### src/hw/mem_node_pkg.sv
// ~~~~~~~~~~~~~~~~~~~~~~~~~~~~~~~~~~~~~~~~~~~~~~~~~~~~~~~~~~~~~~~~~~~~~
// Shared widths, opcodes and packet formats for the memory node.
// ~~~~~~~~~~~~~~~~~~~~~~~~~~~~~~~~~~~~~~~~~~~~~~~~~~~~~~~~~~~~~~~~~~~~~
package mem_node_pkg;

  localparam int data_width     = 32;
  localparam int mask_width     = 4;
  localparam int mem_els        = 1024;
  localparam int mem_addr_width = 10;
  localparam int addr_width     = 12;
  localparam int fifo_els       = 4;
  localparam int x_cord_width   = 4;
  localparam int y_cord_width   = 3;
  localparam int reg_id_width   = 5;

  typedef logic [data_width-1:0]     data_t;
  typedef logic [mask_width-1:0]     mask_t;
  typedef logic [mem_addr_width-1:0] mem_addr_t;
  typedef logic [addr_width-1:0]     addr_t;
  typedef logic [reg_id_width-1:0]   reg_id_t;
  typedef logic [x_cord_width-1:0]   x_cord_t;
  typedef logic [y_cord_width-1:0]   y_cord_t;

  // Store is byte masked, sw always writes the full word.
  typedef enum logic [2:0] {
    e_op_load,
    e_op_store,
    e_op_sw,
    e_op_amoswap,
    e_op_amoor,
    e_op_cache
  } op_e;

  typedef enum logic [1:0] {
    e_ret_credit,
    e_ret_int_wb,
    e_ret_float_wb,
    e_ret_ifetch
  } ret_type_e;

  typedef struct packed {
    logic       is_unsigned;
    logic       is_byte;
    logic       is_hex;
    logic [1:0] part_sel;
    logic       float_wb;
    logic       ifetch;
  } load_info_s;

  typedef struct packed {
    op_e        op;
    addr_t      addr;
    data_t      payload;
    mask_t      mask;
    reg_id_t    reg_id;
    x_cord_t    src_x;
    y_cord_t    src_y;
    load_info_s load_info;
  } req_pkt_s;

  typedef struct packed {
    ret_type_e pkt_type;
    data_t     data;
    reg_id_t   reg_id;
    x_cord_t   x_cord;
    y_cord_t   y_cord;
  } ret_pkt_s;

endpackage

### src/hw/mem_responder.sv
// ~~~~~~~~~~~~~~~~~~~~~~~~~~~~~~~~~~~~~~~~~~~~~~~~~~~~~~~~~~~~~~~~~~~~~
// Responder FSM. Serves queued requests against the memory array
// and builds one return packet per request, in order.
// ~~~~~~~~~~~~~~~~~~~~~~~~~~~~~~~~~~~~~~~~~~~~~~~~~~~~~~~~~~~~~~~~~~~~~
module mem_responder (
  input  logic                     clk_i,
  input  logic                     reset_i,
  input  logic                     pkt_v_i,
  input  mem_node_pkg::req_pkt_s   pkt_i,
  output logic                     pkt_yumi_o,
  output logic                     mem_v_o,
  output logic                     mem_w_o,
  output mem_node_pkg::mem_addr_t  mem_addr_o,
  output mem_node_pkg::data_t      mem_data_o,
  output mem_node_pkg::mask_t      mem_mask_o,
  input  mem_node_pkg::data_t      mem_data_i,
  input  mem_node_pkg::data_t      load_data_i,
  output mem_node_pkg::load_info_s load_info_o,
  output logic                     ret_v_o,
  output mem_node_pkg::ret_pkt_s   ret_pkt_o,
  input  logic                     ret_ready_i
);

  typedef enum logic {
    e_ready,
    e_atomic
  } state_e;

  state_e                 state_r, state_n;
  mem_node_pkg::req_pkt_s req_r, req_n;
  logic                   ret_pend_r, ret_pend_n;
  logic                   take;
  logic                   is_amo;
  logic                   in_write;
  logic                   held_write;

  assign is_amo     = pkt_i.op inside {mem_node_pkg::e_op_amoswap, mem_node_pkg::e_op_amoor};
  assign in_write   = pkt_i.op inside {mem_node_pkg::e_op_store, mem_node_pkg::e_op_sw};
  assign held_write = req_r.op inside {mem_node_pkg::e_op_store, mem_node_pkg::e_op_sw};
  assign load_info_o = req_r.load_info;

  // Head is taken only when the return slot is free or draining now.
  assign take = (state_r == e_ready) & pkt_v_i & (~ret_pend_r | ret_ready_i);

  always_comb begin
    state_n    = state_r;
    req_n      = req_r;
    ret_pend_n = ret_pend_r;

    pkt_yumi_o = 1'b0;
    mem_v_o    = 1'b0;
    mem_w_o    = 1'b0;
    mem_addr_o = pkt_i.addr[mem_node_pkg::mem_addr_width-1:0];
    mem_data_o = pkt_i.payload;
    mem_mask_o = '1;

    ret_v_o          = 1'b0;
    ret_pkt_o        = '0;
    ret_pkt_o.x_cord = req_r.src_x;
    ret_pkt_o.y_cord = req_r.src_y;

    case (state_r)
      e_ready: begin
        pkt_yumi_o = take;
        mem_v_o    = take;
        mem_w_o    = in_write;
        if (pkt_i.op == mem_node_pkg::e_op_store) begin
          mem_mask_o = pkt_i.mask;
        end

        ret_v_o = ret_pend_r;
        if (held_write) begin
          ret_pkt_o.pkt_type = mem_node_pkg::e_ret_credit;
          ret_pkt_o.reg_id   = (req_r.op == mem_node_pkg::e_op_sw) ? req_r.reg_id : '0;
        end else begin
          if (req_r.load_info.ifetch) begin
            ret_pkt_o.pkt_type = mem_node_pkg::e_ret_ifetch;
          end else if (req_r.load_info.float_wb) begin
            ret_pkt_o.pkt_type = mem_node_pkg::e_ret_float_wb;
          end else begin
            ret_pkt_o.pkt_type = mem_node_pkg::e_ret_int_wb;
          end
          ret_pkt_o.data   = load_data_i;
          ret_pkt_o.reg_id = req_r.reg_id;
        end

        if (take) begin
          req_n      = pkt_i;
          ret_pend_n = ~is_amo;
          if (is_amo) begin
            state_n = e_atomic;
          end
        end else if (ret_ready_i) begin
          ret_pend_n = 1'b0;
        end
      end

      e_atomic: begin
        // Old word sits on mem_data_i until the write goes out.
        mem_v_o    = ret_ready_i;
        mem_w_o    = ret_ready_i;
        mem_addr_o = req_r.addr[mem_node_pkg::mem_addr_width-1:0];
        mem_data_o = (req_r.op == mem_node_pkg::e_op_amoor) ? (req_r.payload | mem_data_i)
                                                            : req_r.payload;

        ret_v_o            = 1'b1;
        ret_pkt_o.pkt_type = req_r.load_info.float_wb ? mem_node_pkg::e_ret_float_wb
                                                      : mem_node_pkg::e_ret_int_wb;
        ret_pkt_o.data     = mem_data_i;
        ret_pkt_o.reg_id   = req_r.reg_id;

        if (ret_ready_i) begin
          state_n = e_ready;
        end
      end

      default: begin
        state_n = e_ready;
      end
    endcase
  end

  always_ff @(posedge clk_i) begin
    if (reset_i) begin
      state_r    <= e_ready;
      ret_pend_r <= 1'b0;
    end else begin
      state_r    <= state_n;
      ret_pend_r <= ret_pend_n;
    end
  end

  always_ff @(posedge clk_i) begin
    req_r <= req_n;
  end

  a_no_cache_op: assert property (@(posedge clk_i) disable iff (reset_i)
    pkt_v_i |-> pkt_i.op != mem_node_pkg::e_op_cache)
    else $error("cache management op is not supported by this node");

  a_ret_hold: assert property (@(posedge clk_i) disable iff (reset_i)
    ret_v_o && !ret_ready_i |=> ret_v_o && $stable(ret_pkt_o))
    else $error("return packet changed while stalled");

endmodule

### config.mk
export PLATFORM = sky130hd
export DESIGN_NAME = mem_responder
export DESIGN_NICKNAME = d
export VERILOG_FILES = /design/src/hw/mem_node_pkg.sv /design/src/hw/mem_responder.sv
export SDC_FILE = /design/constraint.sdc
export NUM_CORES = 1
export LEC_CHECK = 0
export BUFFER_PORTS_ARGS = -buffer_cell sky130_fd_sc_hd__buf_2
export CORE_AREA = 2 2 94 96
export CTS_BUF_LIST = sky130_fd_sc_hd__clkbuf_2
export CTS_CLUSTER_DIAMETER = 50
export DETAILED_ROUTE_END_ITERATION = 10
export DIE_AREA = 0 0 96 98
export PLACE_DENSITY = 0.78
export SLEW_MARGIN = 20
export SYNTH_ARGS = -nofsm -noshare
export SYNTH_HDL_FRONTEND = slang
export SYNTH_SLANG_ARGS = --single-unit
export TNS_END_PERCENT = 100
### constraint.sdc
create_clock -name clk_i -period 8.4 [get_ports clk_i]
set_input_delay 0.42 -clock clk_i [delete_from_list [all_inputs] [get_ports clk_i]]
set_output_delay 0.42 -clock clk_i [all_outputs]
set_load 0.1 [all_outputs]
# Word-level counts from Yosys, hierarchy flattened
# Cells that the tools add are included.
# W data, S select, Z words.
[totals]
rom_bits = 0
latch_bits = 0
ff_bits = 66
output_inout_bits = 103
inputBits = 138
wordCells = 56
memories = 0
ramBits = 0
[classes]
n_addsub = 0
multipliers = 0
n_eq_ne = 7
mux = 22
n_reduce_logical = 6
n_lt_le_gt_ge = 0
shifts = 0
n_div = 0
bitwise_logic = 7
[ops]
columns = ["operator", "n"]
rows = [
  ["$mux W32", 3],
  ["$pmux W39 S2", 1],
  ["$or A32 B32 Y32", 1],
  ["$mux W10", 1],
  ["$mux W5", 2],
  ["$eq A3 B2 Y1 const B", 3],
  ["$mux W4", 2],
  ["$pmux W1 S2", 4],
  ["$reduce_bool A2 Y1", 4],
  ["$eq A3 B1 Y1 const B", 2],
  ["$eq A3 B3 Y1 const B", 2],
  ["$mux W1", 6],
  ["$mux W2", 3],
  ["$reduce_and A2 Y1", 2],
  ["$not A1 Y1", 3],
  ["$and A1 B1 Y1", 2],
  ["$or A1 B1 Y1", 1],
]

# Logic depth before layout (Yosys ltp)
# Gate-level depths: netlist (run 1).
[logic_depth]
ltp_word = 5
ltp_mapped = 5
ltp_nobuf = 3

# Least setup slack after synthesis (run 1)
# OpenSTA, ideal clock, no wires.
[synth_path]
path_type = "register to output"
start = "register state_r"
end = "output mem_v_o"
path_buffers = 1
path_stages_with_launch = 5
required_time_ns = 7.980
arrival_ns = 8.603
path_slack_ns = -0.623
path_cell_list = "dfxtp_1 buf_2 nor2b_1 a21boi_0 nand2b_1"
[synth_between]
elab_chain_len = 4
[synth_rtl]
columns = ["element", "line", "rtl"]
rows = [
  ["start: declaration", "mem_responder.sv:29", "state_e state_r, state_n;"],
  ["start signal: assignment", "mem_responder.sv:125", "state_r <= e_ready;"],
  ["start signal: assignment", "mem_responder.sv:128", "state_r <= state_n;"],
  ["$not A1 Y1 (no line)", "--", ""],
  ["$and A1 B1 Y1 (2 in series)", "mem_responder.sv:43", "assign take = (state_r == e_ready) & pkt_v_i & (~ret_pend_r | ret_ready_i);"],
  ["$pmux W1 S2 (*)", "mem_responder.sv:62", "case (state_r)"],
  ["end: declaration", "mem_responder.sv:11", "output logic mem_v_o,"],
]
# Mark *: on every way between the ends. The rest lies on a longest branch, timed or not.

# Worst setup path in the final report (run 1)
# Ends and elaborated chain as after synthesis.

==> results of run 1 <==
==> cells in the final DEF, fill, tap and decap left out, drive strengths merged, types with 2 or more instances in the layout <==
cell type / Yosys / routed
a21oi: 66 / 66
a22o: 32 / 32
a2bb2oi: 2 / 2
and2b: 4 / 4
buf: 28 / 241
clkbuf: 5 / 9
clkinv: 0 / 3
clkinvlp: 0 / 3
dfxtp: 2 / 2
edfxtp: 64 / 64
inv: 4 / 4
mux2: 10 / 10
nand2: 3 / 3
nand2b: 5 / 5
nor2: 32 / 32
nor2b: 2 / 2
nor3b: 2 / 2
nor4b: 2 / 2
or2b: 2 / 2
==> through the flow <==
stage	setup slack, ns	instance area, um^2	power, mW
after floorplan	1.840	3241	0.7927
after global placement	5.231	4427	0.8688
after detailed placement	5.172	4427	0.8738
after CTS	4.591	4542	1.060
after global routing	4.444	4542	1.092
final	4.724	4542	1.048
==> kinds of logic after synthesis <==
| family | after synthesis | synth area share [%] |
|---|---|---|
| DFF | 66 | 60.54 |
| muxes | 10 | 3.475 |
| xor gates and xnor gates | 2 | 0.5406 |
| and+or+nand+nor | 54 | 8.417 |
| AOI/OAI and AO/OA | 105 | 20.66 |
| buffers and inverters | 37 | 6.371 |
==> final cells by class <==
type / instances / area, um^2
inverters: 4 / 15.01
repair buffers: 241 / 1214
fillers: 810 / 3924
well taps: 108 / 135.1
flip-flops and latches: 66 / 1966
clock inverters: 7 / 70.07
clock buffers: 9 / 45.04
multi-input cells: 171 / 1097
==> power by group through the flow <==
stage | Sequential, mW | Clock (mW) | Combinational [mW]
2_1_floorplan | 0.404 | 0 | 0.389
3_3_place_gp | 0.404 | 0 | 0.465
3_5_place_dp | 0.405 | 0 | 0.469
4_1_cts | 0.398 | 0.193 | 0.469
5_1_grt | 0.400 | 0.207 | 0.485
6_report | 0.398 | 0.184 | 0.467
==> per-layer routing <==
metal,track usage (%),wire (um),vias to the layer above
met5,0,11,-
met4,5.714,77,2
met3,4.012,666,9
met2,34.03,4677,129
met1,18.59,3322,1358
li1,-,-,1462
==> worst reg2reg max path, cell delays in order (launching register included) <==
cell	delay (ns)
dfxtp_4	0.53
nor2b_1	0.26
a21boi_4	0.81
buf_4	0.57
==> registers in the layout (all words and copies together) (netlist names) <==
name	flops
ret_pend_r	1
load_info_o	7
ret_pkt_o	7
state_r	1
req_r	50
==> path summary, 6_finish.rpt <==
check              from            to  slack [ns]  cells past startpoint
max             state_r       mem_v_o        4.72                      5
max reg2reg     state_r     req_r[53]        5.88                      3
min           pkt_i[11]  ret_pkt_o[4]        0.11                      1
min reg2reg  ret_pend_r    ret_pend_r        0.60                      2
==> metrics.txt, run 1 <==
most instantiated cells after synthesis=a21oi_1 (65), edfxtp_1 (64), a22o_1 (32), nor2_1 (32), buf_4 (14); TritonRoute pass-1 iters=4; Critical Setup Path Class=reg -> out; Worst Hold Margin=roughly 0.11 ns; CTS sink count=66; maximum ir drop on the vdd rail=0.1150 mV; actual transition at the worst max-transition pin=0.9671 ns; core occupancy in the finished layout=53.65%; gp weighted congestion=~0.79; worst slew slack as a fraction of its limit=between 30% and 40%; CTS tree=built; number of instances resized during post-cts repair=0; effective utilization at floorplan=38.28%; hpwl dp=6582 um; number of global-route vias before repair=2,821; Non-Filler Instances=606; cell area power density=230.7 nW/um^2; crit-path max cell delay=0.81 ns; clock latency at the later pin of the worst-skew pair=0.46 ns; post-synthesis cell area=3241 um^2; core region area=8466 um^2; sequential element share of the synthesized area=60.54%; Critical Path AT=between 3 and 4 ns; overall die area=9408 um^2; starting DRC count in detailed routing=78; share of flip-flops with an asynchronous set or reset after synthesis=0%; switch share=about half; number of antenna violations at the first check in global routing=1; Area growth syn-to-layout=40.15%; Final Routed Wirelength=8755 um; first-pass GRT wire length=~13,000 um; Critical Path RT=approximately 8 ns; number of synthesized flops with an enable pin=64; maximum level of the CTS H-tree=3; post-layout min period=approximately 3.7 ns; buffering stage count on the worst path with inverters included=2; sort of element at the start of the critical path=flip-flop; top-level I/O count=~240; Static Leak=around 2.1 nW; fraction of post-synthesis cell area in the top cell type by area=59.31%; dominant cell type by area after synthesis=edfxtp_1; Tightest Hold Check Type=in -> reg; kind of capture point of the worst setup path=output port; number of remaining DRC errors=0; root buffer cell=clkbuf_2; maximum net fanout on the critical path=48; run status=finished clean; average cell area after synthesis=11.83 um^2; final period utilization=43.76%; switching power=~0.5 mW; count of warnings emitted by yosys=0; Cell variety after synth=30; Clock Pin Slew Worst Setup and Hold Paths=0.20 ns; Routed Antenna Nets=0; diode count=0; gr usage total=17.78%; cell-internal power=0.5354 mW; final-report setup violation count=0; max-slew violation count=0; total via count after detailed routing=2,960; Hold Violations, Final=0; slowest library cell on the worst path=a21boi_4; FMAX=approximately 270 MHz; most frequently used flop master after synthesis=edfxtp_1; count of hold-fix buffers inserted at cts=0; share of post-route cells with drive strength above 1=54.42%; Die W=about 96 um; logic gate share of total power=44.5%; Max-Cap Viols=0; cells taking the most area after synthesis=edfxtp_1 (59%), a21oi_1 (10%), a22o_1 (8.6%); FF+latch count, synth=66; worst path cell trace=nor2b_1 -> a21boi_4 -> buf_4 -> nand2b_1 -> buf_2; number of placed instances, taps included=between 500 and 600; critical path's top delay family=buffers and inverters; Die H=98 um; post-layout net count=~630; instance count of the mapped netlist=274; library cell with the highest instance count after synthesis=a21oi_1; clock network fraction of total power=17.5%; average wire per standard cell=14.45 um; number of standard-cell rows in the floorplan=34; Setup TNS Final=0 ns; Post-Syn Nets=412; buffers inserted during post-CTS setup optimization=0; mean number of vias per cell=4.884; Setup Skew=0.02744 ns; TritonCTS buffer count=9; RSZ-0062 raised after global routing=false; sequential fraction of design power=37.9%; quantity of I/O buffers inserted on ports=238; maximum buffer depth of the clock tree=2; sum of overflow across all layers after global routing=0; largest net degree at the start of global routing=72
No activity file was read; power rests on OpenSTA's default activity.
==> inputs of run 2 (changes only) <==
CORE_AREA = unset   (was 2 2 94 96)
CORE_ASPECT_RATIO = 1.2   (was unset)
CORE_MARGIN = 2   (was unset)
CORE_UTILIZATION = 38   (was unset)
DIE_AREA = unset   (was 0 0 96 98)
PLACE_DENSITY = 0.79   (was 0.78)
clock period = 3.2 ns   (was 8.4 ns; I/O delays follow)
==> run 2 against run 1 <==
Sequential cell count is the same; global-route usage increased by 4.2 points; die area decreased by 1.3%; clock power grew to 3.9 times the previous value; final area is 17% higher; highest routed layer is now met4.
==> metrics.txt, run 2 (synthesized netlist as in run 1, its figures left out) <==
run status=finished clean; switch share=44.44% (-4.5 points); average wire per standard cell=15.57 um (+7.8%); Static Leak=2.481 nW (+16%); Tightest Hold Check Type=in -> reg; source of the worst register-to-register timing path=state_r; Placed Instance Area=4464 um^2 (+0.85%); Setup TNS Final=0 ns (unchanged); first-pass GRT wire length=15,680 um (+22%); maximum level of the CTS H-tree=3 (unchanged); CTS sink count=66 (unchanged); number of cells on the worst hold path=4 (+3); number of antenna violations at the first check in global routing=0 (-1); Die H=105.2 um (+7.3%); cell-internal power=1.707 mW (+220%); most common cell after layout, fill and taps aside=buf_2; Routed Antenna Nets=0 (unchanged); effective utilization at floorplan=39.53% (+1.3 points); clock latency at the later pin of the worst-skew pair=0.49 ns (+0.03 ns); worst slew slack as a fraction of its limit=54.28% (+19 points); starting DRC count in detailed routing=181 (+130%); Critical Setup Path Class=reg -> out; Non-Filler Instances=681 (+12%); post-layout min period=2.616 ns; core region area=8198 um^2 (-3.2%); TritonRoute pass-1 iters=4 (unchanged); clock network fraction of total power=23.6% (+6.1 points); setup slack of the worst register-to-register path=1.15 ns (-4.73 ns); number of remaining DRC errors=0 (unchanged); hpwl dp=7138 um (+8.4%); kind of capture point of the worst setup path=output port; cell area power density=579.1 nW/um^2 (+150%); Critical Path AT=2.46 ns (-0.80 ns); sum of overflow across all layers after global routing=0 (unchanged); worst reg2reg endpoint=req_r[40]; root buffer cell=clkbuf_2; filler cell count=647 (-20%); Worst Hold Margin=0.1230 ns (+0.01577 ns); mean number of vias per cell=4.993 (+2.2%); Final Routed Wirelength=10,600 um (+21%); sort of element at the start of the critical path=flip-flop; post-layout net count=700 (+11%); maximum buffer depth of the clock tree=2 (unchanged); total via count after detailed routing=3,400 (+15%); Die W=88.30 um (-8.0%); origin of the worst min-delay path=pkt_v_i; highest-count cells in the layout ignoring fill and taps=buf_2 (238), dlygate4sd3_1 (66), a21oi_1 (65), edfxtp_1 (64); Area growth syn-to-layout=63.78%; share of post-route cells with drive strength above 1=48.68% (-5.7 points); Critical Path RT=3.04 ns (-4.94 ns); diode count=0 (unchanged); gr usage total=22.03% (+4.2 points); top-level I/O count=241 (unchanged); number of instances resized during post-cts repair=0 (unchanged); number of global-route vias before repair=3,462 (+23%); logic gate share of total power=42.5% (-2.0 points); Setup Skew=0.02858 ns (+0.001134 ns); TritonCTS buffer count=9 (unchanged); sequential fraction of design power=34.0% (-3.9 points); final period utilization=between 80 and 90%; final-report setup violation count=0 (unchanged); maximum ir drop on the vdd rail=0.3411 mV (+200%); Hold Violations, Final=0 (unchanged); RSZ-0062 raised after global routing=false; FMAX=approximately 380 MHz; Worst Hold Endpoint=ret_pend_r; switching power=1.366 mW (+170%); buffers inserted during post-CTS setup optimization=0 (unchanged); gp weighted congestion=0.9065 (+15%); largest net degree at the start of global routing=48 (-33%); actual transition at the worst max-transition pin=0.6762 ns (-0.2909 ns); Clock Pin Slew Worst Setup and Hold Paths=0.20 ns (about the same); final std cell area, no fill=5308 um^2 (+17%); length in cells of the worst reg-to-reg path=3 (unchanged); count of hold-fix buffers inserted at cts=66 (+66); number of placed instances, taps included=599 (+1.5%); overall die area=9286 um^2 (-1.3%); register with the most flip-flops=req_r; number of standard-cell rows in the floorplan=36 (+5.9%); CTS tree=built; quantity of I/O buffers inserted on ports=238 (unchanged); max FFs per register=50 (unchanged); Max-Cap Viols=0 (unchanged); maximum net fanout on the critical path=23 (-52%); max-slew violation count=0 (unchanged)
[run 2: cell types whose count changed in the layout (fill, tap and decap cells not counted), sizes merged]
| cell | change |
|---|---|
| buf | +3 |
| dlygate4sd3 | +66 |
| clkbuf | +2 |
| clkinv | -3 |
| bufinv | +3 |
| clkinvlp | -2 |
[run 2: metal layers]
| layer | wire length (um) | global-route usage, % | vias up |
|---|---|---|---|
| met3 | 845 | 5.845 | 23 |
| met1 | 3660 | 21.20 | 1594 |
| met5 | 0 | 0 | - |
| met2 | 5848 | 42.00 | 183 |
| met4 | 247 | 9.632 | 0 |
| li1 | - | - | 1600 |
[run 2: per-stage QoR]
| step | total power [mW] | setup slack, ns | utilization, % |
|---|---|---|---|
| after detailed placement | 2.301 | 1.073 | 54.46 |
| after CTS | 3.090 | 0.4696 | 64.74 |
| final | 3.073 | 0.5837 | 64.74 |
| after global placement | 2.287 | 1.080 | 54.46 |
| after floorplan | 2.076 | 0.09110 | - |
| after global routing | 3.181 | 0.3455 | 64.74 |
[run 2: power by group through the flow]
stage | logic (mW) | clock network, mW | registers [mW]
2_1_floorplan | 1.02 | 0 | 1.05
3_3_place_gp | 1.23 | 0 | 1.06
3_5_place_dp | 1.24 | 0 | 1.06
4_1_cts | 1.30 | 0.744 | 1.04
5_1_grt | 1.35 | 0.781 | 1.05
6_report | 1.31 | 0.724 | 1.04
[run 2: final cells by class]
class | instances | area (um^2) | share of cell area (%)
Tap cell | 114 | 142.6 | 2.687
Timing Repair Buffer | 310 | 1909 | 35.97
Clock inverter | 5 | 127.6 | 2.405
Inverter | 4 | 15.01 | 0.2829
Clock buffer | 11 | 55.05 | 1.037
Multi-Input combinational cell | 171 | 1092 | 20.58
Sequential cell | 66 | 1966 | 37.03
[run 2: worst max-delay path by stage]
stage                          from        endpoint  slack, ns  depth (start not counted)
after global placement    req_r[68]  mem_data_o[12]       1.08                          5
after global routing      req_r[68]  mem_data_o[12]       0.35                          5
final                     req_r[68]  mem_data_o[12]       0.58                          5
after floorplan             state_r         mem_v_o       0.09                          4
after detailed placement  req_r[68]  mem_data_o[12]       1.07                          5
after CTS                 req_r[68]  mem_data_o[12]       0.47                          5
[run 2: worst max-delay path, stage by stage (launching register included)]
cell and delay (ns):
edfxtp_1 0.49, nor3b_4 0.52, buf_12 0.24, a21oi_1 0.08, a21oi_1 0.18, buf_2 0.46
